[config.mk]
export PLATFORM = sky130hd
export DESIGN_NAME = offload_dispatch
export DESIGN_NICKNAME = d
export VERILOG_FILES = /design/src/hdl/ipu_pkg.sv /design/src/hdl/offload_dispatch.sv
export SDC_FILE = /design/constraint.sdc
export NUM_CORES = 1
export LEC_CHECK = 0
export ABC_AREA = 0
export BUFFER_PORTS_ARGS = -buffer_cell sky130_fd_sc_hd__buf_2
export CAP_MARGIN = 20
export CORE_UTILIZATION = 25
export DETAILED_ROUTE_END_ITERATION = 16
export GPL_ROUTABILITY_DRIVEN = 1
export HOLD_SLACK_MARGIN = 0.03
export PLACE_DENSITY_LB_ADDON = 0.3
export SLEW_MARGIN = 20
export SYNTH_ARGS = -nofsm -noshare
export SYNTH_HDL_FRONTEND = slang
export SYNTH_SLANG_ARGS = --single-unit
[constraint.sdc]
create_clock -name clk_i -period 5.86 [get_ports clk_i]
set_clock_uncertainty 0.05 [all_clocks]
set_input_delay 0.293 -clock clk_i [delete_from_list [all_inputs] [get_ports clk_i]]
set_output_delay 0.293 -clock clk_i [all_outputs]
set_load 0.005 [all_outputs]
[src/hdl/ipu_pkg.sv]
package ipu_pkg;

  // ------------------------------------------------------------
  // Widths and cluster configuration
  // ------------------------------------------------------------
  localparam int DataWidth    = 32;
  localparam int IdWidth      = 5;
  localparam int NumLanes     = 4;
  localparam int LaneIdxWidth = $clog2(NumLanes);

  // Cut registers on the offload paths
  localparam bit RegisterReq  = 1'b1;
  localparam bit RegisterResp = 1'b1;

  // Codes 4 to 7 are unused and answered with an error
  typedef enum logic [2:0] {
    OpMul    = 3'd0,
    OpMulh   = 3'd1,
    OpMulhsu = 3'd2,
    OpMulhu  = 3'd3
  } ipu_op_e;

  // Packed request {id, op, a, b} and response {id, error, data}
  localparam int ReqWidth  = IdWidth + $bits(ipu_op_e) + 2 * DataWidth;
  localparam int RespWidth = IdWidth + 1 + DataWidth;

  // Next lane index, wrapping for any lane count
  function automatic logic [LaneIdxWidth-1:0] rr_next(input logic [LaneIdxWidth-1:0] idx);
    return (idx == LaneIdxWidth'(NumLanes - 1)) ? '0 : idx + 1'b1;
  endfunction

  // First set bit of req, searching upward from ptr
  function automatic logic [LaneIdxWidth-1:0] rr_pick(input logic [NumLanes-1:0] req,
                                                      input logic [LaneIdxWidth-1:0] ptr);
    logic [LaneIdxWidth-1:0] idx;
    logic [LaneIdxWidth-1:0] pick;
    logic                    found;
    idx   = ptr;
    pick  = ptr;
    found = 1'b0;
    for (int i = 0; i < NumLanes; i++) begin
      if (!found && req[idx]) begin
        pick  = idx;
        found = 1'b1;
      end
      idx = rr_next(idx);
    end
    return pick;
  endfunction

endpackage

[src/hdl/offload_dispatch.sv]
`timescale 1ns/10ps

module offload_dispatch import ipu_pkg::*; (
  input  logic                 clk_i,
  input  logic                 rst_i,
  // Request from the cut register
  input  logic                 req_valid_i,
  output logic                 req_ready_o,
  input  logic [IdWidth-1:0]   req_id_i,
  input  ipu_op_e              req_op_i,
  input  logic [DataWidth-1:0] req_arga_i,
  input  logic [DataWidth-1:0] req_argb_i,
  // Per-lane request bus, payload shared
  output logic [NumLanes-1:0]  lane_valid_o,
  input  logic [NumLanes-1:0]  lane_ready_i,
  output logic [IdWidth-1:0]   lane_id_o,
  output ipu_op_e              lane_op_o,
  output logic [DataWidth-1:0] lane_arga_o,
  output logic [DataWidth-1:0] lane_argb_o
);

  logic [LaneIdxWidth-1:0] ptr_q;
  logic [LaneIdxWidth-1:0] sel;
  logic                    any_ready;

  assign any_ready = |lane_ready_i;
  assign sel       = rr_pick(lane_ready_i, ptr_q);

  // Only the chosen ready lane sees valid
  always_comb begin
    lane_valid_o      = '0;
    lane_valid_o[sel] = req_valid_i && any_ready;
  end

  assign req_ready_o = any_ready;

  assign lane_id_o   = req_id_i;
  assign lane_op_o   = req_op_i;
  assign lane_arga_o = req_arga_i;
  assign lane_argb_o = req_argb_i;

  always_ff @(posedge clk_i) begin
    if (rst_i) begin
      ptr_q <= '0;
    end else if (req_valid_i && any_ready) begin
      ptr_q <= rr_next(sel);
    end
  end

endmodule

After elaboration in Yosys (flattened, before gate mapping)
Cells that the tools add are included.
{ "word_totals": {"regBits": 2, "elab_cells": 45} }
{ "classes": {"addsub": 4, "n_lt_le_gt_ge": 6, "n_eq_ne": 4, "n_mux": 20, "n_bitwise": 1, "reduce_logical": 9} }
{ "ops": {"columns": ["op", "count"], "rows": [
  ["< comparator 2 x 3 -> 1 bit (second input constant)", 5],
  ["two-way mux 2 bit", 7],
  ["adder 2 x 1 -> 2 bit (second input constant)", 4],
  ["binary-select mux 1 bit (select 2 bit)", 4],
  ["== test 2 bit (second input constant)", 4],
  ["two-way mux 1 bit", 8],
  ["logical AND 1 bit", 5],
  ["bitwise AND 4 bit", 1],
  ["OR reduction 4 bit", 1],
  ["zero test 1 bit", 3],
  ["demux 1 bit (select 2 bit)", 1],
  [">= comparator 2 x 1 -> 1 bit (second input constant)", 1]
]} }

Longest topological paths before layout
{ "logic_depth": {"ltp_word": 17, "mapped_depth": 10} }

Worst setup path before layout
Ideal clock, no wire load.
{ "synth_timing": {"path_kind": "reg2out", "startpoint": "register ptr_q[1]", "endpoint": "output port lane_valid_o[1]", "arrival_ns": 2.092, "required_time_ns": 5.517, "path_slack_ns": 3.425, "path_stages_with_launch": 10, "path_buffers": 1, "path_cell_list": "dfxtp_1 > ha_1 > buf_2 > nor4b_1 > a31oi_1 > nor2b_1 > o31a_1 > or2_1 > ha_1 > and3_1"} }
{ "synth_via": {"elab_chain_len": 17, "word_cells_on_any_way": 35, "classes_between": "add/sub (3); order compare (2); eq/ne (3); mux (19); bitwise (1); reduce/logical (7)"} }
{ "synth_lines": {"columns": ["element", "line_no", "source"], "rows": [
  ["from (decl)", "offload_dispatch.sv:22", "logic [LaneIdxWidth-1:0] ptr_q;"],
  ["from (signal assigned)", "offload_dispatch.sv:46", "ptr_q <= rr_next(sel);"],
  ["parallel branches: the longest is 11 deep, another holds adder 2 x 1 -> 2 bit", null, null],
  ["two-way mux 2 bit (*)", "ipu_pkg.sv:42", "if (!found && req[idx]) begin"],
  ["< comparator 2 x 3 -> 1 bit (implied by the code) or >= comparator 2 x 1 -> 1 bit (tied branches)", "offload_dispatch.sv:32", "lane_valid_o[sel] = req_valid_i && any_ready;"],
  ["logical AND 1 bit", "offload_dispatch.sv:32", null],
  ["two-way mux 1 bit (implied by the code)", "offload_dispatch.sv:32", null],
  ["demux 1 bit (select 2 bit) (*)", "offload_dispatch.sv:32", null],
  ["bitwise AND 4 bit (no line) (*)", null, null],
  ["to (decl)", "offload_dispatch.sv:14", "output logic [NumLanes-1:0] lane_valid_o,"]
]} }
Mark *: on every way between the ends. The select of a mux whose other input is x is not followed.

Final worst setup path
Ends and elaborated chain as after synthesis.

==> results.toml <==
[die]
start_util_pct = 26.6
fp-row-count = 22
die_y_um = 64.8
die_w_um = 64.8
die_area_um2 = 4200
io_pins = 156
core_area_um2 = 3720

[synthesis]
yosys_warnings = 0
yosys_register_bits = 2
synthTopCellsByCount = "72 x buf_4, 6 x a21oi_1, 6 x nor2_1"
syn_area_per_cell_um2 = 7.48
synth_top_flop_cell = "dfxtp_1"
synth.area.top_cells = "buf_4 55%, ha_1 6.3%, dfxtp_1 4.1%, a21oi_1 3.0%, and3_1 2.5%"
synthArstFlopShare_pct = 0
ys_seq_area_share_pct = 4.06
synth_edf_count = 0
synth_top_area_share_pct = 54.8
syn-cell-area_um2 = 987
synth_fp_nets = 216
yosys.area.top_type = "buf_4"
synth.distinct_cells = 34
synth_cells = 132
yosysMostFrequentCell = "buf_4"

[sta]
finalSetupViolations = 0
finalHoldViolCount = 0
fin_setup_tns_ps = 0
max_slew_margin_pct = 74.7
worst_pin_slew_ps = 376
rsz0062_at_grt = "no"
worst_slack_ps = 2930
timing.fmax_ghz = 0.342
maxSlewViolCount = 0
fin_crit_sh_pct = 50.0
min_period_ps = 2930

[clock_tree]
clkLatencyLatePin_ps = 210
cts_tree = "yes"
hold_buffers = 0
post_cts_buffers = 0
clock_sinks = 2
ctsHtreeMaxLevel = 1
cts_buffers = 3
cts-root-buf = "clkbuf_8"
postCtsResizedCells = 0
clk_pin_slew_ps = 30
clockBufferDepth = 2

[layout]
top_regs = "ptr_q (2)"
finalNetCount = 155
seqCellArea_um2 = 40.0
multi_input_area_um2 = 359
antenna_cells = 0
syn_to_final_growth_pct = -42.6
nFillCells = 435
largest_register_ffs = 2
fin_util_pct = 15.3
drive_gt1_share_pct = 27.5
top_register = "ptr_q"

[route]
ant_nets = 0
drc = 0
wl_um = 1630
drtIter0Drc = 13
vias_per_cell = 4.75
wl_per_cell_um = 14.0
first_pass_iters = 4
num_vias = 556

[worst_hold_path]
hold_class = "input port to flop"

[global_route]
antenna_found_initial = 0
grt_remaining_overflow = 0
grt_pass1_vias = 585
grt_pass1_wl_um = 2700
grt_usage_pct = 8.23
grt_max_degree = 12

[outcome]
status = "finished clean"

[power]
vdd_drop_max_mv = 0.140
p_per_area_nw_per_um2 = 409
p_leak_nw = 0.243

[flow_run]
cap_violations = 0

[placed_design]
place_ws_ps = 3170
port_buffers = 11
post-dp-hpwl_um = 1270
place_congestion = 0.819

[worst_setup_path]
cp-end-kind = "primary output"
cp_max_fo = 11
required_ps = 5520
cp-start-kind = "flop"
path_class = "flop to primary output"
arrival_ps = 2580
cell type report:
type	instances	share of cell area (%)
inverter	3	1.99
tap	48	10.6
clock buffer	3	7.28
timing repair buffer	11	9.71
multi-input combinational	50	63.4
sequential	2	7.06
cells by family (layout without fill, tap and decap cells):
family          Yosys count  in the layout  synth area share (%)
flops                     2              2                  4.06
simple gates             24             24                  13.9
mux                       3              3                  4.44
fa+ha+maj                 5              5                  6.34
buf+inv                  80             17                  59.6
compound gates           18             18                  11.7
metal layers:
| layer | vias to the layer above | wire length [um] | share of wire [%] | GRT usage (%) |
|---|---|---|---|---|
| li1 | 239 | - | - | - |
| met1 | 242 | 635 | 39 | 8.80 |
| met2 | 51 | 668 | 41 | 11.5 |
| met3 | 24 | 233 | 14 | 3.70 |
| met4 | 0 | 97 | 5.9 | 8.61 |
| met5 | - | 0 | 0 | 0 |
worst max-delay path, stage by stage (launching register included):
cell	delay, ps
dfxtp_1	410
ha_1	380
nor4b_1	310
a31oi_1	100
nor2b_1	150
o31a_1	310
or2_1	240
ha_1	210
and3_1	160
buf_2	120
metrics by stage:
stage	total power [mW]	instance area [um2]	cells	hold WS (ps)
after detailed placement	0.178	526	114	416
after floorplan	0.182	987	132	315
after CTS	0.237	567	117	198
after global routing	0.264	567	117	205
final	0.232	567	117	202
after global placement	0.176	526	114	423
final timing paths:
path	endpoint	start	slack, ps	depth (start not counted)
worst max-delay path	lane_valid_o[1]	ptr_q[1]	2930	9
worst min-delay path	ptr_q[1]	rst_i	200	2
worst max register to register	ptr_q[1]	ptr_q[1]	3330	9
worst min register to register	ptr_q[0]	ptr_q[0]	580	3
power breakdown:
| part | switching [mW] | internal (mW) |
|---|---|---|
| registers | 0.00716 | 0.0186 |
| logic | 0.0843 | 0.0684 |
| clock network | 0.00979 | 0.0433 |
placed cells by master, fill, tap and decap left out, drive strengths merged, types with 2 or more instances in the layout:
master | synthesis | final
nand2 | 2 | 2
nor2 | 6 | 6
and3 | 4 | 4
or2 | 2 | 2
ha | 5 | 5
o21ai | 4 | 4
inv | 3 | 3
dfxtp | 2 | 2
clkbuf | 1 | 3
nor2b | 2 | 2
a21oi | 6 | 6
buf | 76 | 11
(Power assumes the default switching activity.)
