### config.mk
export PLATFORM = sky130hd
export DESIGN_NAME = spill_register
export DESIGN_NICKNAME = d
export VERILOG_FILES = /design/src/hdl/ipu_pkg.sv /design/src/hdl/spill_register.sv
export SDC_FILE = /design/constraint.sdc
export NUM_CORES = 1
export LEC_CHECK = 0
export BUFFER_PORTS_ARGS = -buffer_cell sky130_fd_sc_hd__buf_4
export CAP_MARGIN = 20
export CORE_MARGIN = 5
export CORE_UTILIZATION = 50
export DETAILED_ROUTE_END_ITERATION = 7
export HOLD_SLACK_MARGIN = 0.03
export PLACE_DENSITY = 0.77
export SLEW_MARGIN = 40
export SYNTH_ARGS = -nofsm -noshare
export SYNTH_HDL_FRONTEND = slang
export SYNTH_SLANG_ARGS = --single-unit
### constraint.sdc
create_clock -name clk_i -period 7.5 [get_ports clk_i]
set_input_delay 0.75 -clock clk_i [delete_from_list [all_inputs] [get_ports clk_i]]
set_output_delay 0.75 -clock clk_i [all_outputs]
set_load 0.1 [all_outputs]
### src/hdl/ipu_pkg.sv
package ipu_pkg;

  // ------------------------------------------------------------
  // Widths and cluster configuration
  // ------------------------------------------------------------
  localparam int DataWidth    = 32;
  localparam int IdWidth      = 5;
  localparam int NumLanes     = 4;
  localparam int LaneIdxWidth = $clog2(NumLanes);

  // Cut registers on the offload paths
  localparam bit RegisterReq  = 1'b1;
  localparam bit RegisterResp = 1'b1;

  // Codes 4 to 7 are unused and answered with an error
  typedef enum logic [2:0] {
    OpMul    = 3'd0,
    OpMulh   = 3'd1,
    OpMulhsu = 3'd2,
    OpMulhu  = 3'd3
  } ipu_op_e;

  // Packed request {id, op, a, b} and response {id, error, data}
  localparam int ReqWidth  = IdWidth + $bits(ipu_op_e) + 2 * DataWidth;
  localparam int RespWidth = IdWidth + 1 + DataWidth;

  // Next lane index, wrapping for any lane count
  function automatic logic [LaneIdxWidth-1:0] rr_next(input logic [LaneIdxWidth-1:0] idx);
    return (idx == LaneIdxWidth'(NumLanes - 1)) ? '0 : idx + 1'b1;
  endfunction

  // First set bit of req, searching upward from ptr
  function automatic logic [LaneIdxWidth-1:0] rr_pick(input logic [NumLanes-1:0] req,
                                                      input logic [LaneIdxWidth-1:0] ptr);
    logic [LaneIdxWidth-1:0] idx;
    logic [LaneIdxWidth-1:0] pick;
    logic                    found;
    idx   = ptr;
    pick  = ptr;
    found = 1'b0;
    for (int i = 0; i < NumLanes; i++) begin
      if (!found && req[idx]) begin
        pick  = idx;
        found = 1'b1;
      end
      idx = rr_next(idx);
    end
    return pick;
  endfunction

endpackage

### src/hdl/spill_register.sv
`timescale 1ns/10ps

module spill_register import ipu_pkg::*; #(
  parameter int Width  = ReqWidth,
  parameter bit Bypass = 1'b0
) (
  input  logic             clk_i,
  input  logic             rst_i,
  input  logic             valid_i,
  output logic             ready_o,
  input  logic [Width-1:0] data_i,
  output logic             valid_o,
  input  logic             ready_i,
  output logic [Width-1:0] data_o
);

  if (Bypass) begin : gen_bypass
    assign valid_o = valid_i;
    assign ready_o = ready_i;
    assign data_o  = data_i;
  end else begin : gen_spill
    logic             a_full_q;
    logic             b_full_q;
    logic [Width-1:0] a_data_q;
    logic [Width-1:0] b_data_q;
    logic             a_fill;
    logic             a_drain;
    logic             b_fill;
    logic             b_drain;

    // A takes new beats, B catches A when the output stalls
    assign a_fill  = valid_i && ready_o;
    assign a_drain = a_full_q && !b_full_q;
    assign b_fill  = a_drain && !ready_i;
    assign b_drain = b_full_q && ready_i;

    always_ff @(posedge clk_i) begin
      if (rst_i) begin
        a_full_q <= 1'b0;
        b_full_q <= 1'b0;
      end else begin
        if (a_fill || a_drain) begin
          a_full_q <= a_fill;
        end
        if (b_fill || b_drain) begin
          b_full_q <= b_fill;
        end
      end
    end

    always_ff @(posedge clk_i) begin
      if (a_fill) begin
        a_data_q <= data_i;
      end
      if (b_fill) begin
        b_data_q <= a_data_q;
      end
    end

    // B holds the older beat when both are full
    assign valid_o = a_full_q || b_full_q;
    assign data_o  = b_full_q ? b_data_q : a_data_q;
    assign ready_o = !a_full_q || !b_full_q;
  end

endmodule

## Word-level counts from Yosys, hierarchy flattened

Cells that the tools add are included.

| word-level totals | value |
|---|---|
| register bits | 146 |
| input port bits | 76 |
| output and inout bits | 74 |
| word-level logic and storage cells | 16 |

| cells by class | value |
|---|---|
| mux-type cells | 1 |
| reductions and logical operators | 11 |

Operators by type and width:

| kind | count |
|---|---|
| $mux 72 | 1 |
| $logic_and 1x1->1 | 4 |
| $logic_or 1x1->1 | 4 |
| $logic_not 1->1 | 3 |

## Depth between registers and ports, before layout

| depth | value |
|---|---|
| depth in word-level cells | 4 |
| mapped depth | 4 |
| gate-level depth less buffers | 2 |

## Least setup slack after synthesis

Ideal clock, no wire load.

| timing | value |
|---|---|
| path type | input port to flip-flop |
| start point | input ready_i |
| end point | register gen_spill.b_data_q[0], enable pin |
| library setup time | 0.605 ns |
| data arrival time | 5.973 ns |
| data required time | 6.895 ns |
| setup slack | 0.922 ns |
| stages | 1 |
| path buffers | 0 |
| cell sequence | nor3b_1 |

| between the ends | value |
|---|---|
| word-level cells in the longest chain between the ends | 2 |

Ends and longest elaborated chain:

| element | RTL line | text |
|---|---|---|
| start: declaration | spill_register.sv:13 | `input logic ready_i,` |
| $logic_not 1->1 | spill_register.sv:34 | `assign b_fill = a_drain && !ready_i;` |
| $logic_and 1x1->1 | spill_register.sv:34 |  |
| end signal: assignment | spill_register.sv:56 | `b_data_q <= a_data_q;` |
| end: declaration | spill_register.sv:25 | `logic [Width-1:0] b_data_q;` |

No other way between the ends.
A chain may end at the register's enable or synchronous reset.

## Worst setup path after layout

| timing | value |
|---|---|
| start point | register gen_spill.b_full_q |
| end point | output data_o[32] |

| between the ends | value |
|---|---|
| word-level cells in the longest chain between the ends | 1 |

Ends and longest elaborated chain:

| element | RTL line | text |
|---|---|---|
| start: declaration | spill_register.sv:23 | `logic b_full_q;` |
| start signal: assignment | spill_register.sv:46 | `b_full_q <= b_fill;` |
| $mux 72 | spill_register.sv:62 | `assign data_o = b_full_q ? b_data_q : a_data_q;` |
| end: declaration | spill_register.sv:14 | `output logic [Width-1:0] data_o` |

No other way between the ends.

==> results by group <==
STA
  • Final Hold Viols: 0
  • Final Setup Violations: 0
  • Period minus WS final: 2.971 ns
  • Final worst-path cycle share: 39.62%
  • Relative slew slack: 62.58%
  • RSZ-0062 raised after global routing: false
  • Worst Skew: 0.006386 ns
  • TNS Setup: 0 ns
  • Max Clock Freq: 336.5 MHz
  • Tightest Pin Transition: 0.5612 ns
  • Slew Limit Fails: 0
  • WHS: 0.4064 ns

Floorplanning
  • Row cnt: 38
  • Starting Density: 50.45%
  • Top-Level Pins: 150
  • Chip Width: 114.1 um
  • Core Region: 0.01075 sq mm
  • Die Area: 0.01303 sq mm
  • Die height: 114.1 um

Global route
  • GR Util All Layers: 15.70%
  • Largest net degree at the start of global routing: 41
  • Initial antenna violation count: 0
  • GR Overflow Total: 0
  • First-pass GRT wire length: 15,300 um
  • Vias in the first global route: 2,886

Place
  • IO Port Bufs: 149
  • Dpl hpwl: 6718 um
  • Final GP Congestion: 0.7283

Clock tree
  • H-tree depth: 4
  • Worst-Skew Late Latency: 0.51 ns
  • Clock-pin slew on the worst setup and hold paths: 0.06 ns
  • CTS hold repair buffers: 0
  • Clk buf depth: 2
  • Clk sink count: 146
  • Post-CTS Setup Repair Bufs: 0
  • Clock tree root buffer cell: clkbuf_8
  • CTS tree: done
  • Post-CTS sizing: 0
  • CTS buffer count: 17

Run status
  • Status: complete, no violations

Synthesis
  • Ys flop type: edfxtp_1
  • Syn Inst Count: 233
  • Netlist cell types: 13
  • Mapped Nets: 309
  • Synth async-reset ratio: 0%
  • Commonest cells post-synth: edfxtp_1, mux2_4, mux2_2, buf_6, buf_2
  • Synthesized area: 0.005421 sq mm
  • #FFs+latches synth: 146
  • EDFF count, synth: 144
  • Syn avg cell area: 23.27 sq um
  • Most numerous cell in the Yosys netlist: edfxtp_1
  • Seq/Total Area, Yosys: 80.50%
  • Share of the synthesized area in the top cell type: 79.76%
  • Synthesis warning total: 0
  • Top cells by area, synth: edfxtp_1, mux2_4, mux2_2
  • Largest area contributor in the netlist: edfxtp_1

Detailed routing
  • Initial DRC Count: 106
  • Drt pass-1 iters: 5
  • Total length of routed wires: 9804 um
  • Routed len/inst: 17.79 um
  • Detail-routed via count per cell: 4.895
  • Detail Route Antenna Nets: 0
  • Vias: 2,697
  • DRC errors left: 0

Finish
  • Fraction of layout cells with a size suffix above 1: 62.53%
  • # diodes: 0
  • Post-layout util: 68.30%
  • Final #Nets: 474
  • # fillers: 708
  • Area growth syn-to-layout: 35.38%

Setup path
  • Required @ worst endpoint: 6.75 ns
  • Arr. time, crit path: 2.22 ns
  • CP max FO: 31
  • CP Capture Type: output pin
  • Type of origin of the critical path: flip-flop
  • WS Path Type: reg2out

Power
  • VDD IR max: 0.1863 mV
  • PwrDens: 293.2 mW/mm^2
  • LEAKAGE: 2.815 nW

Hold path
  • Worst hold path class: in2reg

Flow run
  • MaxCap Viol Count: 0
## state kept, by name, indices dropped and copies added, names as in the netlist
signal	flops
gen_spill.b_data_q	72
gen_spill.a_full_q	1
gen_spill.b_full_q	1
gen_spill.a_data_q	72
## final timing paths
path	startpoint	to	slack, ns	depth (start not counted)
worst max-delay path	gen_spill.b_full_q$_SDFFE_PP0P_	data_o[32]	4.53	4
worst max register to register	gen_spill.b_full_q$_SDFFE_PP0P_	gen_spill.a_data_q[58]$_DFFE_PP_	5.75	3
worst min register to register	gen_spill.a_data_q[69]$_DFFE_PP_	gen_spill.b_data_q[69]$_DFFE_PP_	0.44	0
worst min-delay path	rst_i	gen_spill.b_full_q$_SDFFE_PP0P_	0.41	2
## cells in the final DEF (no fill, tap or decap), types with 2 or more instances in the layout
cell type   netlist  layout
buf_4             1     151
clkbuf_16         0      16
mux2_2           35      35
clkinv_1          0       3
clkinv_4          0       2
edfxtp_1        144     144
clkinvlp_4        0       4
mux2_4           37      37
bufinv_16         0       4
buf_12            0       3
## through the flow
step                      power, mW  cell area [sq um]  setup slack, ns  cells
final                         2.152               7340            4.529    551
after global routing          2.221               7340            4.441    551
after CTS                     2.173               7340            4.484    551
after detailed placement      1.317               6734            5.038    519
after global placement        1.309               6674            4.918    516
after floorplan               1.231               5421           0.9216    233
## where the power goes
| part | switching [mW] | internal (mW) | total [mW] | leakage, nW |
|---|---|---|---|---|
| Sequential | 0.0159 | 0.939 | 0.955 | 1.38 |
| Clock | 0.317 | 0.538 | 0.855 | 0.280 |
| Combinational | 0.249 | 0.0932 | 0.342 | 1.15 |
| Total | 0.582 | 1.57 | 2.15 | 2.82 |
## per-layer routing
metal | share of wire [%] | routed length [um] | GRT usage [%] | up-vias
met2 | 51 | 4985 | 25.25 | 100
met3 | 6.8 | 670 | 4.810 | 13
met4 | 1.7 | 167 | 6.651 | 0
li1 | - | - | - | 1262
met5 | 0 | 0 | 0 | -
met1 | 41 | 3981 | 19.91 | 1322
## cells by family (layout without fill, tap and decap cells)
group | count (synthesis) | in the layout | synth area share, %
buf+inv | 8 | 186 | 1.246
flops | 146 | 146 | 80.50
compound gates | 1 | 1 | 0.09223
simple gates | 6 | 6 | 0.6461
mux | 72 | 72 | 17.52
## layout make-up
type | instances | area [sq um] | area share, %
Sequential cell | 146 | 4368 | 59.51
Timing Repair Buffer | 154 | 1194 | 16.26
Multi-Input combinational cell | 79 | 997.2 | 13.59
Clock buffer | 18 | 417.9 | 5.694
Clock inverter | 14 | 187.7 | 2.557
Tap cell | 140 | 175.2 | 2.387
## worst max-delay path: stages, from the launching register on
cell	delay, ns
dfxtp_4	0.63
buf_12	0.27
buf_12	0.23
mux2_4	0.32
buf_4	0.23
(Power assumes the default switching activity.)
