## src/hdl/ipu_pkg.sv

```systemverilog
package ipu_pkg;

  // ------------------------------------------------------------
  // Widths and cluster configuration
  // ------------------------------------------------------------
  localparam int DataWidth    = 32;
  localparam int IdWidth      = 5;
  localparam int NumLanes     = 4;
  localparam int LaneIdxWidth = $clog2(NumLanes);

  // Cut registers on the offload paths
  localparam bit RegisterReq  = 1'b1;
  localparam bit RegisterResp = 1'b1;

  // Codes 4 to 7 are unused and answered with an error
  typedef enum logic [2:0] {
    OpMul    = 3'd0,
    OpMulh   = 3'd1,
    OpMulhsu = 3'd2,
    OpMulhu  = 3'd3
  } ipu_op_e;

  // Packed request {id, op, a, b} and response {id, error, data}
  localparam int ReqWidth  = IdWidth + $bits(ipu_op_e) + 2 * DataWidth;
  localparam int RespWidth = IdWidth + 1 + DataWidth;

  // Next lane index, wrapping for any lane count
  function automatic logic [LaneIdxWidth-1:0] rr_next(input logic [LaneIdxWidth-1:0] idx);
    return (idx == LaneIdxWidth'(NumLanes - 1)) ? '0 : idx + 1'b1;
  endfunction

  // First set bit of req, searching upward from ptr
  function automatic logic [LaneIdxWidth-1:0] rr_pick(input logic [NumLanes-1:0] req,
                                                      input logic [LaneIdxWidth-1:0] ptr);
    logic [LaneIdxWidth-1:0] idx;
    logic [LaneIdxWidth-1:0] pick;
    logic                    found;
    idx   = ptr;
    pick  = ptr;
    found = 1'b0;
    for (int i = 0; i < NumLanes; i++) begin
      if (!found && req[idx]) begin
        pick  = idx;
        found = 1'b1;
      end
      idx = rr_next(idx);
    end
    return pick;
  endfunction

endpackage

```

## src/hdl/ipu_lane.sv

```systemverilog
`timescale 1ns/10ps

module ipu_lane import ipu_pkg::*; (
  input  logic                 clk_i,
  input  logic                 rst_i,
  input  logic                 req_valid_i,
  output logic                 req_ready_o,
  input  logic [IdWidth-1:0]   req_id_i,
  input  ipu_op_e              req_op_i,
  input  logic [DataWidth-1:0] req_arga_i,
  input  logic [DataWidth-1:0] req_argb_i,
  output logic                 resp_valid_o,
  input  logic                 resp_ready_i,
  output logic [IdWidth-1:0]   resp_id_o,
  output logic                 resp_error_o,
  output logic [DataWidth-1:0] resp_data_o
);

  // ------------------------------------------------------------
  // Stage 1: operand sign extension
  // ------------------------------------------------------------
  logic                        s1_valid_q;
  logic [IdWidth-1:0]          s1_id_q;
  ipu_op_e                     s1_op_q;
  logic signed [DataWidth:0]   s1_a_q;
  logic signed [DataWidth:0]   s1_b_q;
  logic                        s1_ready;
  logic                        a_signed;
  logic                        b_signed;

  // ------------------------------------------------------------
  // Stage 2: product and half select
  // ------------------------------------------------------------
  logic                        s2_valid_q;
  logic [IdWidth-1:0]          s2_id_q;
  logic                        s2_error_q;
  logic [DataWidth-1:0]        s2_data_q;
  logic                        s2_ready;
  logic signed [2*DataWidth+1:0] prod;
  logic                        res_error;
  logic [DataWidth-1:0]        res_data;

  assign a_signed = (req_op_i == OpMulh) || (req_op_i == OpMulhsu);
  assign b_signed = (req_op_i == OpMulh);

  assign s2_ready    = !s2_valid_q || resp_ready_i;
  assign s1_ready    = !s1_valid_q || s2_ready;
  assign req_ready_o = s1_ready;

  always_ff @(posedge clk_i) begin
    if (rst_i) begin
      s1_valid_q <= 1'b0;
      s2_valid_q <= 1'b0;
    end else begin
      if (s1_ready) begin
        s1_valid_q <= req_valid_i;
      end
      if (s2_ready) begin
        s2_valid_q <= s1_valid_q;
      end
    end
  end

  always_ff @(posedge clk_i) begin
    if (req_valid_i && s1_ready) begin
      s1_id_q <= req_id_i;
      s1_op_q <= req_op_i;
      s1_a_q  <= {a_signed & req_arga_i[DataWidth-1], req_arga_i};
      s1_b_q  <= {b_signed & req_argb_i[DataWidth-1], req_argb_i};
    end
  end

  assign prod = s1_a_q * s1_b_q;

  always_comb begin
    res_error = 1'b0;
    res_data  = '0;
    case (s1_op_q)
      OpMul:                    res_data = prod[DataWidth-1:0];
      OpMulh, OpMulhsu, OpMulhu: res_data = prod[2*DataWidth-1:DataWidth];
      default:                  res_error = 1'b1;
    endcase
  end

  always_ff @(posedge clk_i) begin
    if (s1_valid_q && s2_ready) begin
      s2_id_q    <= s1_id_q;
      s2_error_q <= res_error;
      s2_data_q  <= res_data;
    end
  end

  assign resp_valid_o = s2_valid_q;
  assign resp_id_o    = s2_id_q;
  assign resp_error_o = s2_error_q;
  assign resp_data_o  = s2_data_q;

endmodule

```

## config.mk

```make
export PLATFORM = sky130hd
export DESIGN_NAME = ipu_lane
export DESIGN_NICKNAME = d
export VERILOG_FILES = /design/src/hdl/ipu_pkg.sv /design/src/hdl/ipu_lane.sv
export SDC_FILE = /design/constraint.sdc
export NUM_CORES = 2
export LEC_CHECK = 0
export BUFFER_PORTS_ARGS = -buffer_cell sky130_fd_sc_hd__buf_2
export CAP_MARGIN = 20
export CELL_PAD_IN_SITES_DETAIL_PLACEMENT = 1
export CELL_PAD_IN_SITES_GLOBAL_PLACEMENT = 1
export CORE_ASPECT_RATIO = 1.25
export CORE_MARGIN = 1.5
export CORE_UTILIZATION = 57
export CTS_BUF_LIST = sky130_fd_sc_hd__clkbuf_4 sky130_fd_sc_hd__clkbuf_8
export DETAILED_ROUTE_END_ITERATION = 6
export GPL_TIMING_DRIVEN = 0
export PLACE_DENSITY_LB_ADDON = 0.05
export SLEW_MARGIN = 20
export SYNTH_ARGS = -nofsm -noshare
export SYNTH_HDL_FRONTEND = slang
export SYNTH_SLANG_ARGS = --single-unit
```

## constraint.sdc

```tcl
create_clock -name clk_i -period 17.7 [get_ports clk_i]
set_input_delay 3.54 -clock clk_i [delete_from_list [all_inputs] [get_ports clk_i]]
set_output_delay 3.54 -clock clk_i [all_outputs]
set_load 0.1 [all_outputs]
```

; Yosys cells after proc, flatten, opt, wreduce, memory -nomap -nowiden
; Cells that the tools add are included.
; Widths: inputs -> output; s select.
[op_classes]
n_mul = 1
eq_ne = 5
muxes = 2
bitwise_logic = 2
reduce_logical = 10
[ops]
columns = op, count
row1 = $mul 33x33->64, 1
row2 = $pmux 32 s2, 1
row3 = $eq 3x2->1 const B, 3
row4 = $eq 3x1->1 const B, 2
row5 = $reduce_or 4->1, 1
row6 = $logic_not 3->1, 1
row7 = $logic_or 1x1->1, 3
row8 = $reduce_or 3->1, 1
row9 = $and 1x1->1, 2
row10 = $logic_and 1x1->1, 2
row11 = $logic_not 1->1, 2
row12 = $mux 1, 1
[totals]
register_bits = 114
in_bits = 76
out_inout_bits = 40
wordCells = 29

; Longest topological paths before layout
[depth]
word_depth = 4
depth_mapped = 29
depth_no_buf = 27

; Worst setup path before layout
; OpenSTA, ideal clock, no wires.
[synth_path]
path_type = input to output
startpoint = input port resp_ready_i
endpoint = output port req_ready_o
arrival_ns = 4.317
t_required_ns = 14.160
setup_slack_ns = 9.843
stages = 2
n_path_buf = 0
cell_sequence = nor2b_1 -> nand2_1
[synth_between]
elab_chain_cells = 2
[synth_lines]
columns = element, line_no
row1 = from (decl), ipu_lane.sv:13  ; input logic resp_ready_i,
row2 = $logic_or 1x1->1, ipu_lane.sv:46  ; assign s2_ready = !s2_valid_q || resp_ready_i;
row3 = $logic_or 1x1->1, ipu_lane.sv:47  ; assign s1_ready = !s1_valid_q || s2_ready;
row4 = to (decl), ipu_lane.sv:7  ; output logic req_ready_o,
; No other way between the ends.

; Worst setup path after layout
[layout_path]
startpoint = register s1_b_q[6]
endpoint = register s2_data_q[27], in the netlist resp_data_o[27] (data pin)
[layout_between]
elab_chain_cells = 2
[layout_lines]
columns = element, line_no
row1 = from (decl), ipu_lane.sv:26  ; logic signed [DataWidth:0] s1_b_q;
row2 = from (signal assigned), ipu_lane.sv:69  ; s1_b_q <= {b_signed & req_argb_i[DataWidth-1], req_argb_i};
row3 = $mul 33x33->64, ipu_lane.sv:73  ; assign prod = s1_a_q * s1_b_q;
row4 = $pmux 32 s2, ipu_lane.sv:78  ; case (s1_op_q)
row5 = net res_data[27], ipu_lane.sv:41  ; logic [DataWidth-1:0] res_data;
row6 = to (signal assigned), ipu_lane.sv:89  ; s2_data_q <= res_data;
row7 = to (decl), ipu_lane.sv:37  ; logic [DataWidth-1:0] s2_data_q;
; The timed path passes the listed nets, and every way through them passes these cells.
; A chain may end at the register's enable or synchronous reset.

==> flow_metrics.py <==
metrics = {
    "finish": {
        "instances_no_fill": 5503,
        "nets": 5919,
        "layout_common_cells": "fa_1, inv_1, nand2_1",
        "areaGrowthSynthToFinish_pct": 5.53,
        "fillers": 8456,
        "drive_gt1_share_pct": 3.96,
        "final_common_cell": "fa_1",
        "fin_util_pct": 60.8,
    },
    "grt": {
        "grt_max_degree": 48,
        "gr-total-overflow": 0,
        "grtUsageTotal_pct": 48.0,
        "grt_pass1_vias": 37899,
        "antenna_found_initial": 26,
        "grt_pass1_wl_um": 250000,
    },
    "clock_tree": {
        "cts_sinks": 114,
        "h-tree-depth": 4,
        "cts_resized": 0,
        "clock_latency_ns": 0.63,
        "path_clk_slew_ns": 0.10,
        "ctsHoldBuffers": 0,
        "clock-root-buffer": "clkbuf_8",
        "clock_path_buffers": 2,
        "cts_tree": "done",
        "cts_buffers": 17,
        "postCtsSetupRepairBufs": 0,
    },
    "detailed_routing": {
        "drt_iter0_markers": 3058,
        "routed_wl_um": 175000,
        "wl_per_cell_um": 31.8,
        "drc": 0,
        "ant_nets": 0,
        "detail_route.vias_per_cell": 6.06,
        "vias": 33363,
        "first_pass_iters": 7,
    },
    "floorplanning": {
        "chipWidth_um": 246,
        "core_um2": 73300,
        "dieArea_um2": 75800,
        "die_h_um": 307,
        "pin_count": 116,
        "rows": 111,
        "initial_utilization_pct": 57.6,
    },
    "critical_path": {
        "required_ns": 18.03,
        "setup.worst_path.class": "flop to flop",
        "end_kind": "flop",
        "worstPathArrival_ns": 11.18,
        "cp-start-kind": "flop",
        "worstPathMaxFanout": 11,
    },
    "sta": {
        "drv_slew": 0,
        "setup_viol": 0,
        "timing.final.crit_share_pct": 61.3,
        "min_period_ns": 10.85,
        "holdWs_ns": 0.432,
        "hold_viol_final": 0,
        "rsz0062_at_grt": "no",
        "fmax_mhz": 92.2,
        "finClkSkew_ns": 0.0480,
        "worst_slew_pin_slew_ns": 1.31,
        "max_slew_margin_pct": 12.8,
        "finalSetupTns_ns": 0,
    },
    "synthesis": {
        "synth_nets": 5781,
        "synth_top_cell_area_share_pct": 53.3,
        "synth.ff_latch_count": 114,
        "yosys_most_used_dff": "edfxtp_1",
        "synth_area_leaders": "fa_1, inv_1, and2_1",
        "ys_types": 65,
        "yosysSeqAreaShare_pct": 8.06,
        "syn_area_per_cell_um2": 9.67,
        "synth-edff-count": 112,
        "yosysTopAreaCell": "fa_1",
        "synth_area_um2": 42200,
        "yosys_warnings": 0,
        "syn_inst": 4368,
        "synthArstFlopShare_pct": 0,
    },
    "placed_design": {
        "placedCellCount": 5447,
        "numPortBuffers": 115,
        "routabilityCongestion": 1.01,
        "dpl.hpwl_um": 144000,
    },
    "worst_hold_path": {
        "hp-class": "flop to flop",
    },
    "run_status": {
        "run_status": "finished clean",
    },
    "job": {
        "drv_cap": 0,
    },
}
-- cells by family after synthesis --
logic type / Yosys count / synth area share, %
buffers and inverters: 1348 / 12.0
and+or+nand+nor: 1256 / 15.0
xor gates and xnor gates: 74 / 1.53
adders and majority gates: 1337 / 59.6
muxes: 3 / 0.0711
AOI/OAI and AO/OA: 236 / 3.70
DFF: 114 / 8.06
-- flip-flops by register name (all words and copies together), names as in the netlist --
signal        cells
s1_b_q           33
s1_a_q           33
resp_id_o         5
s1_op_q           3
resp_error_o      1
resp_data_o      32
resp_valid_o      1
s1_id_q           5
s1_valid_q        1
-- cell type report --
cell class | instances | area (um^2) | share of cell area, %
Clock inverter | 15 | 173 | 0.387
Timing Repair Buffer | 119 | 649 | 1.46
Tap cell | 960 | 1200 | 2.69
Clock buffer | 17 | 234 | 0.525
Buffer | 228 | 882 | 1.98
Sequential cell | 114 | 3400 | 7.64
Multi-Input combinational cell | 2906 | 33800 | 75.8
Antenna cell | 24 | 60.1 | 0.135
Inverter | 1120 | 4200 | 9.43
-- routing by layer --
layer,vias up,GRT usage [%],routed length [um]
li1,12854,-,-
met1,17370,53.4,56100
met2,2142,74.1,79700
met3,975,12.4,17600
met4,22,46.6,21300
met5,-,0,144
-- stage by stage --
stage	setup slack [ns]	area, um^2
finish	6.85	44600
global route	6.67	44500
CTS	7.01	44500
detailed placement	7.07	44100
global placement	7.26	44000
floorplan	9.84	42200
-- path summary, 6_finish.rpt --
check	depth (start not counted)	to	slack [ns]	startpoint
worst max-delay path	27	resp_data_o[27]	6.85	s1_b_q[6]
worst min-delay path	0	resp_id_o[4]	0.43	s1_id_q[4]
worst max register to register	27	resp_data_o[27]	6.85	s1_b_q[6]
worst min register to register	0	resp_id_o[4]	0.43	s1_id_q[4]
-- synth_stat cells (21+ instances only) --
master,number
fa_1,1125
inv_1,1120
nand2_1,570
and2_1,546
clkbuf_1,223
ha_1,212
edfxtp_1,112
a21oi_1,66
xnor2_1,53
o21ai_0,39
nor2_1,33
nor2b_1,30
a21o_1,26
o22ai_1,22
nand3_1,21
xor2_1,21
-- worst max-delay path, cell delays in order, from the launching register on --
cell and delay [ns]:
edfxtp_1 0.64, clkbuf_1 0.91, nand2_1 0.34, inv_1 0.18, fa_1 0.40, inv_1 0.27
fa_1 0.53, inv_1 0.26, fa_1 0.51, fa_1 0.87, inv_1 0.55, fa_1 0.65
inv_1 0.06, fa_1 0.51, fa_1 0.52, inv_1 0.06, fa_1 0.78, inv_1 0.10
ha_1 0.28, clkbuf_1 0.27, nand3_1 0.18, nor2_1 0.35, nand2_1 0.10, o22ai_1 0.37
o41ai_4 0.18, o21ai_0 0.23, xnor2_1 0.25, o22ai_1 0.16
Power is not shown: default switching activity piles up to over one toggle a cycle in this logic, so the estimate is an artifact.
