$ cat config.mk
export PLATFORM = sky130hd
export DESIGN_NAME = offload_collect
export DESIGN_NICKNAME = d
export VERILOG_FILES = /design/src/hdl/ipu_pkg.sv /design/src/hdl/offload_collect.sv
export SDC_FILE = /design/constraint.sdc
export NUM_CORES = 1
export LEC_CHECK = 0
export BUFFER_PORTS_ARGS = -buffer_cell sky130_fd_sc_hd__clkbuf_2
export CORE_AREA = 2 2 77 79
export DETAILED_ROUTE_END_ITERATION = 10
export DIE_AREA = 0 0 79 81
export GPL_ROUTABILITY_DRIVEN = 0
export GPL_TIMING_DRIVEN = 0
export PLACE_DENSITY = 0.7
export SKIP_LAST_GASP = 1
export SYNTH_ARGS = -nofsm -noshare
export SYNTH_HDL_FRONTEND = slang
export SYNTH_SLANG_ARGS = --single-unit
$ cat constraint.sdc
create_clock -name clk_i -period 6 [get_ports clk_i]
set_input_delay 0.3 -clock clk_i [delete_from_list [all_inputs] [get_ports clk_i]]
set_output_delay 0.3 -clock clk_i [all_outputs]
set_load 0.02 [all_outputs]
$ cat src/hdl/ipu_pkg.sv
package ipu_pkg;

  // ------------------------------------------------------------
  // Widths and cluster configuration
  // ------------------------------------------------------------
  localparam int DataWidth    = 32;
  localparam int IdWidth      = 5;
  localparam int NumLanes     = 4;
  localparam int LaneIdxWidth = $clog2(NumLanes);

  // Cut registers on the offload paths
  localparam bit RegisterReq  = 1'b1;
  localparam bit RegisterResp = 1'b1;

  // Codes 4 to 7 are unused and answered with an error
  typedef enum logic [2:0] {
    OpMul    = 3'd0,
    OpMulh   = 3'd1,
    OpMulhsu = 3'd2,
    OpMulhu  = 3'd3
  } ipu_op_e;

  // Packed request {id, op, a, b} and response {id, error, data}
  localparam int ReqWidth  = IdWidth + $bits(ipu_op_e) + 2 * DataWidth;
  localparam int RespWidth = IdWidth + 1 + DataWidth;

  // Next lane index, wrapping for any lane count
  function automatic logic [LaneIdxWidth-1:0] rr_next(input logic [LaneIdxWidth-1:0] idx);
    return (idx == LaneIdxWidth'(NumLanes - 1)) ? '0 : idx + 1'b1;
  endfunction

  // First set bit of req, searching upward from ptr
  function automatic logic [LaneIdxWidth-1:0] rr_pick(input logic [NumLanes-1:0] req,
                                                      input logic [LaneIdxWidth-1:0] ptr);
    logic [LaneIdxWidth-1:0] idx;
    logic [LaneIdxWidth-1:0] pick;
    logic                    found;
    idx   = ptr;
    pick  = ptr;
    found = 1'b0;
    for (int i = 0; i < NumLanes; i++) begin
      if (!found && req[idx]) begin
        pick  = idx;
        found = 1'b1;
      end
      idx = rr_next(idx);
    end
    return pick;
  endfunction

endpackage

$ cat src/hdl/offload_collect.sv
`timescale 1ns/10ps

module offload_collect import ipu_pkg::*; (
  input  logic                 clk_i,
  input  logic                 rst_i,
  // Per-lane responses
  input  logic [NumLanes-1:0]  lane_valid_i,
  output logic [NumLanes-1:0]  lane_ready_o,
  input  logic [IdWidth-1:0]   lane_id_i    [NumLanes],
  input  logic                 lane_error_i [NumLanes],
  input  logic [DataWidth-1:0] lane_data_i  [NumLanes],
  // Merged response
  output logic                 resp_valid_o,
  input  logic                 resp_ready_i,
  output logic [IdWidth-1:0]   resp_id_o,
  output logic                 resp_error_o,
  output logic [DataWidth-1:0] resp_data_o
);

  logic [LaneIdxWidth-1:0] ptr_q;
  logic [LaneIdxWidth-1:0] grant;

  assign grant        = rr_pick(lane_valid_i, ptr_q);
  assign resp_valid_o = |lane_valid_i;

  // Ready goes back to the granted lane alone
  always_comb begin
    lane_ready_o        = '0;
    lane_ready_o[grant] = resp_ready_i && resp_valid_o;
  end

  assign resp_id_o    = lane_id_i[grant];
  assign resp_error_o = lane_error_i[grant];
  assign resp_data_o  = lane_data_i[grant];

  always_ff @(posedge clk_i) begin
    if (rst_i) begin
      ptr_q <= '0;
    end else if (resp_valid_o && resp_ready_i) begin
      ptr_q <= rr_next(grant);
    end
  end

endmodule

After elaboration in Yosys (flattened, before gate mapping) --
Index checks and enable logic that the tools add are counted.
Storage, ports and cells: output and inout port bits 43, register bits after elaboration 2, input port bits 159, word-level logic and storage cells 56
Cells by class: muxes and demuxes 29, order comparisons 7, reductions and logical operators 9, bitwise gates (word level) 2, equal/unequal tests 4, add/subtract/negate cells 4
Operators with widths (number):
- binary-select mux 32 bit (select 2 bit) | 1
- two-way mux 32 bit | 2
- < comparator 2 x 3 -> 1 bit, second input constant | 5
- two-way mux 2 bit | 7
- binary-select mux 1 bit (select 2 bit) | 5
- binary-select mux 5 bit (select 2 bit) | 1
- two-way mux 1 bit | 10
- two-way mux 5 bit | 2
- adder 2 x 1 -> 2 bit, second input constant | 4
- equality test 2 bit, second input constant | 4
- logical AND 1 bit | 5
- AND 4 bit | 1
- OR reduction 4 bit | 1
- >= comparator 3 bit, second input constant | 1
- logical NOT 1 bit | 3
- inverter 2 -> 3 bit | 1
- demux 1 bit (select 2 bit) | 1
- >= comparator 2 x 1 -> 1 bit, second input constant | 1

Longest topological paths before layout --
Gate-level depths: netlist (run 1).
word-level depth 17, depth in mapped cells 11, mapped depth without buffers 9

Least setup slack after synthesis (run 1) --
OpenSTA, ideal clock, no wires.
kind flip-flop to output port, start reg ptr_q[1], end out resp_data_o[0], stages on the path, launching flop included 8, data required time 5700 ps, path slack 3018 ps, path buffers 2, data arrival time 2682 ps, path through dfxtp_1 -> ha_1 -> buf_2 -> mux4_2 -> o32a_1 -> nor2_8 -> buf_12 -> mux4_2
Between the ends: cells in the longest elaborated chain, start to end 16, elaborated cells on any way between the ends 33, those cells by class add/sub: 3; eq/ne: 3; mux: 20; bitwise: 1; reduce/logical: 6
Ends and longest elaborated chain:
- from (decl) | RTL line offload_collect.sv:20 | logic [LaneIdxWidth-1:0] ptr_q;
- from (signal assigned) | RTL line offload_collect.sv:40 | ptr_q <= rr_next(grant);
- branches (longest 11 deep; another with adder 2 x 1 -> 2 bit)
- two-way mux 2 bit (*) | RTL line ipu_pkg.sv:42 | if (!found && req[idx]) begin
- inverter 2 -> 3 bit (not written as such) (*) | RTL line offload_collect.sv:34 | assign resp_data_o = lane_data_i[grant];
- binary-select mux 32 bit (select 2 bit) (*) | RTL line offload_collect.sv:34
- two-way mux 32 bit (not written as such) (*) (2 in series) | RTL line offload_collect.sv:34
- to (decl) | RTL line offload_collect.sv:17 | output logic [DataWidth-1:0] resp_data_o
Mark *: on every way between the ends. The select of a mux whose other input is x is not followed.

Worst setup path after layout (run 1) --
start reg ptr_q[0], end out resp_data_o[20]
The elaborated chain is that of the path after synthesis.

==> results of run 1 <==
[path summary, 6_finish.rpt]
path | from | to | slack [ns] | depth (start not counted)
worst max register to register | ptr_q[0] | ptr_q[1] | 3.02 | 10
worst min-delay path | rst_i | ptr_q[0] | 0.27 | 2
worst min register to register | ptr_q[0] | ptr_q[0] | 0.54 | 2
worst max-delay path | ptr_q[0] | resp_data_o[20] | 2.48 | 9
[stage by stage]
stage | utilization (%) | hold WS (ns) | worst slack [ns] | instances
after floorplan | - | 0.369 | 3.02 | 95
after global placement | 43.5 | 0.479 | 2.64 | 370
after detailed placement | 43.5 | 0.487 | 2.64 | 370
after CTS | 44.2 | 0.271 | 2.41 | 373
after global routing | 44.2 | 0.296 | 2.13 | 373
final | 44.2 | 0.269 | 2.48 | 373
[power by group through the flow]
stage / Combinational (uW) / Sequential, uW / Clock [uW]
after floorplan: 667 / 21.0 / 0
after CTS: 909 / 22.1 / 52.5
after detailed placement: 907 / 22.2 / 0
after global routing: 953 / 22.9 / 53.9
after global placement: 899 / 22.3 / 0
final: 900 / 22.2 / 51.6
[logic make-up (layout without fill, tap and decap cells)]
group,count (synthesis),in the layout
adder cells (fa/ha/maj),2,2
flip-flops,2,2
AO/OA/AOI/OAI,15,15
buffers and inverters,11,214
multiplexers,42,42
AND/OR/NAND/NOR,23,23
[metal layers]
layer  routed length [um]  share of wire, %  vias up
met5                    0                 0        -
met4                   13              0.22        0
met3                  473               7.9        2
met2                 3210                53       86
met1                 2330                39      900
li1                     -                 -      840
[Yosys cell counts (2+ instances only)]
| master | number |
|---|---|
| clkbuf_1 | 4 |
| dfxtp_1 | 2 |
| nand2b_1 | 2 |
| ha_1 | 2 |
| nand2_1 | 4 |
| a21oi_1 | 3 |
| buf_12 | 4 |
| mux4_2 | 40 |
| o21ai_0 | 4 |
| nor3b_1 | 3 |
| nor2_1 | 3 |
[final cells by class]
class                   instances  area, um2  share of cell area, %
inverters                       1       3.75                  0.150
flip-flops and latches          2       40.0                   1.60
well taps                      75       93.8                   3.74
clock buffers                   3       41.3                   1.65
plain buffers                  10        111                   4.44
multi-input cells              82       1220                   48.5
repair buffers                200       1000                   39.9
==> impl_metrics.ini, run 1 <==
[die]
die_x_um = 79
design.core.area_mm2 = 0.00568
io_pins = 202
std_cell_rows = 28
die-area_mm2 = 0.00640
initial_core_util_pct = 24.2
die_h_um = 81

[logic_synthesis]
synth_seq_cells = 2
netlist_instances = 95
ys.warnings.count = 0
synth-simple-area-share_pct = 11.4
synth_top_area_share_pct = 65.7
synth_top_family_by_area = multiplexers
yosys.area_share.adder_pct = 1.82
ys_seq_area_share_pct = 2.92
postSynthNetCount = 256
synth_compound_area_share_pct = 8.21
synth_edf_count = 0
synth.area.top_cells = mux4_2 66%, buf_12 5.8%, dfxtp_1 2.9%
synth_xor_area_share_pct = 0
muxShareOfSynthArea_pct = 67.2
ys_async_sr_fraction_pct = 0
syn-cell-area_mm2 = 0.00137
ys_types = 35
syn_avg_cell_area_um2 = 14.4
synthFlopType = dfxtp_1
yosysTopAreaCell = mux4_2

[global_routing]
grt_pass1_wl_mm = 8.64
met3_usage_pct = 2.78
grtUsageTotal_pct = 17.1
grt.busiest_layer = met2
grt_max_degree = 11
overflow = 0
grt_util_met1_pct = 22.1
met2_usage_pct = 31.6
grt_pass1_vias = 1718
antenna_found_initial = 0

[pwr]
seq_power_share_pct = 2.3
switching_power_uw = 477
power_frac_clock_pct = 5.3
irDropWorstVdd_mv = 0.202
intPower_uw = 497
power_frac_comb_pct = 92.4
p_per_area_mw_per_mm2 = 388
power_uw = 974
swShare_pct = 49.0
cellLeakagePower_uw = 0.00128

[setup_path]
crit_chain = ha_1 -> buf_2 -> and3b_1 -> o21ai_0 -> o21a_1 -> o21ai_0 -> clkbuf_1 -> mux4_2 -> clkbuf_2
crit_type = reg -> out
crit_path_start_kind = flip-flop
end_kind = primary output
cp_num_buf_inv = 3
cpPeakStageDelay_ns = 0.66
crit_top_cell = o21ai_0
crit_required_ns = 5.70
crit_slowest_cell = o21ai_0
cp_top_family = buffers and inverters
critPathMaxFanout = 10
cp.arrival_ns = 3.22

[detailed_routing]
dr.pass1.iters = 4
via_per_inst = 4.90
vias = 1828
routed_wl_mm = 6.02
drtIter0Drc = 59
drc = 0
antenna_left = 0
routedWlPerCell_um = 16.2

[place]
dp_hpwl_mm = 5.40
placed_cell_area_mm2 = 0.00247
io_buffers = 200

[clock_tree]
htreeDepth = 1
cts_made_buffers = 3
root_buffer = clkbuf_8
insertion_delay_ns = 0.21
cts_tree = done
ctsHoldBuffers = 0
cts_setup_buffers = 0
ctsLongestPathBuffers = 2
cts.clk_slew.worst_paths_ns = 0.03
cts.sinks = 2
ctsResizeCount = 0

[cells_and_area]
diodes = 0
syn2layout_area_growth_pct = 82.8
final_cell_mix = 200 x clkbuf_2, 40 x mux4_2
largest_reg_flops = 2
nNetsFinal = 461
finalInstanceArea_mm2 = 0.00251
reg.largest.list = ptr_q: 2 flops
regMostFlops = ptr_q
drive_gt1_share_pct = 85.2
fill_cells = 549
final_common_cell = clkbuf_2

[sta]
finalSetupViolCount = 0
rsz0062_at_grt = no
fin_skew_ns = 0.00273
finalHoldViolCount = 0
max_freq_mhz = 284
max-slew-margin-rel_pct = 42.9
maxSlewViolCount = 0
fin_crit_ns = 3.52
worst_pin_slew_ns = 0.847
period_share_pct = 58.7
final.setup.tns_ns = 0

[min_path]
hp-class = in -> reg

[run_status]
status = finished clean

[job]
maxCapViolCount = 0
Power figures use the tool's default switching activity.
==> inputs of run 2 (changes only) <==
clock period = 3.4 ns   (was 6 ns; I/O delays follow)
==> impl_metrics.ini, run 2 (synthesis gave the netlist of run 1 again) <==
[cells_and_area]
regMostFlops = ptr_q
utilization_pct = 44.6
largest_reg_flops = 2
seq_area_um2 = 40.0
final_common_cell = clkbuf_2
fill_cells = 548
reg.largest.list = ptr_q: 2 flops
drive_gt1_share_pct = 86.7
nNetsFinal = 463
diodes = 0
final_cell_mix = 204 x clkbuf_2, 40 x mux4_2, 4 x nand2_1, 4 x buf_12
multiInputGateArea_mm2 = 0.00122
syn2layout_area_growth_pct = 84.5

[setup_path]
critPathMaxFanout = 10
cp.arrival_ns = 3.12
crit_path_start_kind = flip-flop
end_kind = primary output
rrSetupSlack_ns = 0.65
crit_required_ns = 3.23
crit_type = reg -> out

[pwr]
power_frac_comb_pct = 92.6
intPower_uw = 899
cellLeakagePower_uw = 0.00130
swShare_pct = 48.5
power_frac_clock_pct = 5.2
seq_power_share_pct = 2.2
switching_power_uw = 847
p_per_area_mw_per_mm2 = 690
irDropWorstVdd_mv = 0.371
power_uw = 1750

[global_routing]
grtUsageTotal_pct = 17.1
grt_pass1_wl_mm = 8.64
overflow = 0
grt_pass1_vias = 1718
antenna_found_initial = 0
grt_max_degree = 11

[sta]
rsz0062_at_grt = yes
max_freq_mhz = 304
fin_crit_ns = 3.29
finalSetupViolCount = 0
worst_pin_slew_ns = 0.549
finalHoldViolCount = 0
max-slew-margin-rel_pct = 63.2
fin_skew_ns = 0.00203
period_share_pct = 96.8
maxSlewViolCount = 0

[clock_tree]
htreeDepth = 1
cts.clk_slew.worst_paths_ns = 0.03
insertion_delay_ns = 0.21
cts.sinks = 2
ctsLongestPathBuffers = 2
root_buffer = clkbuf_8
ctsHoldBuffers = 0
cts_tree = done
cts_made_buffers = 3

[detailed_routing]
vias = 1832
routed_wl_mm = 6.03
routedWlPerCell_um = 16.1
wl_met1_mm = 2.33
drc = 0
wl_met2_mm = 3.20
dr.pass1.iters = 4
via_per_inst = 4.89
highest-signal-layer = met4
routed-wl-met3_um = 480
drtIter0Drc = 45
antenna_left = 0

[place]
dp_hpwl_mm = 5.40
io_buffers = 200

[die]
std_cell_rows = 28
design.core.area_mm2 = 0.00568
die_x_um = 79
die-area_mm2 = 0.00640
io_pins = 202
die_h_um = 81
initial_core_util_pct = 24.2

[job]
maxCapViolCount = 0

[run_status]
status = finished clean

[min_path]
hp-class = in -> reg
-- run 2: cell types whose count changed in the layout (fill, tap and decap cells not counted), sizes merged --
cell,previous run,this run
clkbuf,207,208
buf,6,7
-- run 2: worst max-delay path, stage by stage (launching register included) --
cell	delay, ns
dfxtp_1	0.35
ha_1	0.29
clkbuf_4	0.19
mux4_2	0.54
o32a_1	0.38
nor2_8	0.27
buf_12	0.18
mux4_2	0.53
clkbuf_2	0.18
-- run 2: power groups by stage --
stage | clock [uW] | combinational [uW] | sequential (uW)
after floorplan | 0 | 1180 | 37.0
after global placement | 0 | 1590 | 39.4
after detailed placement | 0 | 1600 | 39.2
after CTS | 92.6 | 1600 | 39.0
after global routing | 95.0 | 1710 | 40.5
final | 90.7 | 1620 | 38.8
-- run 2: cell type report --
type                            instances  area share, %
Buffer                                 10           4.70
Clock buffer                            3           1.63
Inverter                                1          0.148
Multi-Input combinational cell         82           48.1
Sequential cell                         2           1.58
Tap cell                               75           3.71
Timing Repair Buffer                  202           40.2
-- run 2: worst paths after layout --
check,to,startpoint,cells past startpoint
setup / recovery,resp_id_o[2],ptr_q[0],8
hold / removal,ptr_q[0],rst_i,2
setup reg to reg,ptr_q[1],ptr_q[0],10
hold reg to reg,ptr_q[0],ptr_q[0],2
-- run 2: metal layers --
| layer | GRT usage [%] | up-vias |
|---|---|---|
| met3 | 2.78 | 2 |
| met4 | 0.862 | 0 |
| met2 | 31.6 | 89 |
| met5 | 0 | - |
| li1 | - | 843 |
| met1 | 22.1 | 898 |
-- run 2: metrics by stage --
step                      TNS, ns  hold slack (ns)  instances  setup slack (ns)  instance area [um2]
after floorplan                 0            0.239         95             0.548                 1370
final                           0            0.144        375             0.108                 2530
after CTS                       0            0.141        373            0.0241                 2510
after global routing      -0.0244            0.166        375           -0.0100                 2530
after detailed placement        0            0.357        370             0.174                 2470
after global placement          0            0.349        370             0.165                 2470
-- run 2: repair_timing --
action,4_1_cts,5_1_grt
resized for setup,1,9
pin swaps,0,2
setup endpoints to repair,29,37
setup buffers,0,2
==> inputs of run 3 (changes only) <==
ABC_AREA = 1   (was default)
CORE_AREA = default   (was 2 2 77 79)
CORE_UTILIZATION = 30   (was default)
DIE_AREA = default   (was 0 0 79 81)
PLACE_DENSITY = 0.68   (was 0.7)
==> impl_metrics.ini, run 3 <==
[logic_synthesis]
synth_edf_count = 0
netlist_instances = 456
synth_common_cells = 221 x nand2_1, 92 x nand3_1, 48 x inv_1
syn-cell-area_mm2 = 0.00221
yosysTopAreaCell = nand2_1
ys_seq_area_share_pct = 1.81
ys.warnings.count = 0
synth_top_area_share_pct = 37.5
syn_avg_cell_area_um2 = 4.85
synthFlopType = dfxtp_1
synth.area.top_cells = nand2_1 38%, nand3_1 21%, nand3b_1 13%
synth_most_common_cell = nand2_1
postSynthNetCount = 617
synth_seq_cells = 2
ys_async_sr_fraction_pct = 0
ys_types = 21

[setup_path]
crit_chain = ha_1 -> inv_1 -> nand2_1 -> nand2_1 -> nand2_1 -> nand2_1 -> inv_1 -> nand3_4 -> nand3_1 -> nand2_1 -> buf_1 -> nand3_1 -> nand2_1 -> clkbuf_2
cp_top_family = simple AND/OR/NAND/NOR gates
crit_required_ns = 3.23
end_kind = primary output
crit_slowest_cell = dfxtp_1
crit_path_start_kind = flip-flop
crit_type = reg -> out
critPathMaxFanout = 10
crit_top_cell = nand2_1
cpPeakStageDelay_ns = 0.48
cp.arrival_ns = 2.85
cp_num_buf_inv = 4

[job]
maxCapViolCount = 0

[run_status]
status = finished clean

[sta]
finalHoldViolCount = 0
worst_pin_slew_ns = 0.472
fin_skew_ns = 0.000143
fin_crit_ns = 3.02
setup_slack_ns = 0.377
max-slew-margin-rel_pct = 68.6
rsz0062_at_grt = no
final.setup.tns_ns = 0
hold_ws_ns = 0.135
finalSetupViolCount = 0
period_share_pct = 88.9
maxSlewViolCount = 0
max_freq_mhz = 331

[detailed_routing]
drtIter0Drc = 70
antenna_left = 0
routed_wl_mm = 8.72
dr.pass1.iters = 4
drc = 0
vias = 3544
via_per_inst = 4.69
routedWlPerCell_um = 11.5

[global_routing]
overflow = 0
grt_pass1_vias = 3145
antenna_found_initial = 0
grt_max_degree = 11
grt_pass1_wl_mm = 13.4
grtUsageTotal_pct = 21.3

[min_path]
hp-class = in -> reg

[die]
design.core.area_mm2 = 0.00694
std_cell_rows = 30
io_pins = 202
die-area_mm2 = 0.00772
die_x_um = 87.8
die_h_um = 87.8
initial_core_util_pct = 31.8

[cells_and_area]
reg.largest.list = ptr_q: 2 flops
diodes = 0
nNetsFinal = 823
regMostFlops = ptr_q
drive_gt1_share_pct = 36.8
layout.cells.non_filler = 756
final_common_cell = nand2_1
largest_reg_flops = 2
seq_area_um2 = 40.0
syn2layout_area_growth_pct = 52.8
final_cell_mix = 221 x nand2_1, 201 x clkbuf_2, 92 x nand3_1
multiInputGateArea_mm2 = 0.00176
fill_cells = 787

[clock_tree]
cts.clk_slew.worst_paths_ns = 0.03
insertion_delay_ns = 0.21
htreeDepth = 1
ctsHoldBuffers = 0
root_buffer = clkbuf_8
ctsResizeCount = 0
ctsLongestPathBuffers = 2
cts_made_buffers = 3
cts.sinks = 2
cts_tree = done
cts_setup_buffers = 0

[place]
dp_hpwl_mm = 7.08
place_inst = 753
dpl_worst_slack_ns = 0.582
io_buffers = 201
[run 3: changes by cell type in the layout (fill, tap and decap cells not counted), moves of 3 or more]
cell and change:
nand3b_1 +38, nand3_1 +92, mux4_2 -40, o21ai_0 -3, clkbuf_2 -3, buf_1 +3, nor3b_1 -3, buf_4 +5
nand2_4 +3, buf_12 -4, buf_2 +15, buf_6 +4, nand2_1 +217, inv_1 +47
[run 3: layer usage]
layer / share of wire (%) / vias to the layer above / GRT usage (%)
met4: 1.0 / 0 / 4.77
li1: - / 1840 / -
met1: 42 / 1545 / 25.3
met3: 7.6 / 12 / 3.39
met2: 49 / 147 / 39.7
met5: 0 / - / 0
[run 3: area by class of cell]
cell class                      instances  area share [%]
Buffer                                 32            6.67
Clock buffer                            3            1.22
Inverter                               50            5.56
Multi-Input combinational cell        372            52.0
Sequential cell                         2            1.19
Tap cell                               96            3.56
Timing Repair Buffer                  201            29.8
[run 3: path summary, 6_finish.rpt]
path / startpoint / endpoint / slack, ns / depth (start not counted)
setup reg to reg: ptr_q[0] / ptr_q[1] / 0.77 / 14
setup / recovery: ptr_q[0] / resp_data_o[0] / 0.38 / 14
hold reg to reg: ptr_q[1] / ptr_q[1] / 0.54 / 2
hold / removal: rst_i / ptr_q[0] / 0.14 / 2
[run 3: logic make-up (layout without fill, tap and decap cells)]
| logic type | Yosys count | count (layout) | share of synthesized area (%) |
|---|---|---|---|
| buf+inv | 82 | 286 | 18.7 |
| fa+ha+maj | 2 | 2 | 1.13 |
| compound gates | 2 | 2 | 0.566 |
| xor+xnor | 1 | 1 | 0.396 |
| simple gates | 367 | 367 | 77.4 |
| flops | 2 | 2 | 1.81 |
[run 3: worst reg2reg max path: stages, from the launching register on]
cell and delay, ns:
dfxtp_1 0.48, ha_1 0.37, inv_1 0.22, nand2_1 0.07, nand2_1 0.07, nand2_1 0.05
nand2_1 0.10, nand3_1 0.12, nand2_1 0.12, nand3_4 0.12, nand2_4 0.13, buf_2 0.23
ha_1 0.26, nor2_1 0.10, a211oi_1 0.05
[run 3: per-stage QoR]
stage	util, %	area [um2]
2_1_floorplan	-	2210
3_3_place_gp	48.1	3340
3_5_place_dp	48.1	3340
4_1_cts	48.6	3380
5_1_grt	48.6	3380
6_report	48.6	3380
Power of run 3 is not shown: default switching activity piles up to over one toggle a cycle in this logic, so the estimate is an artifact.
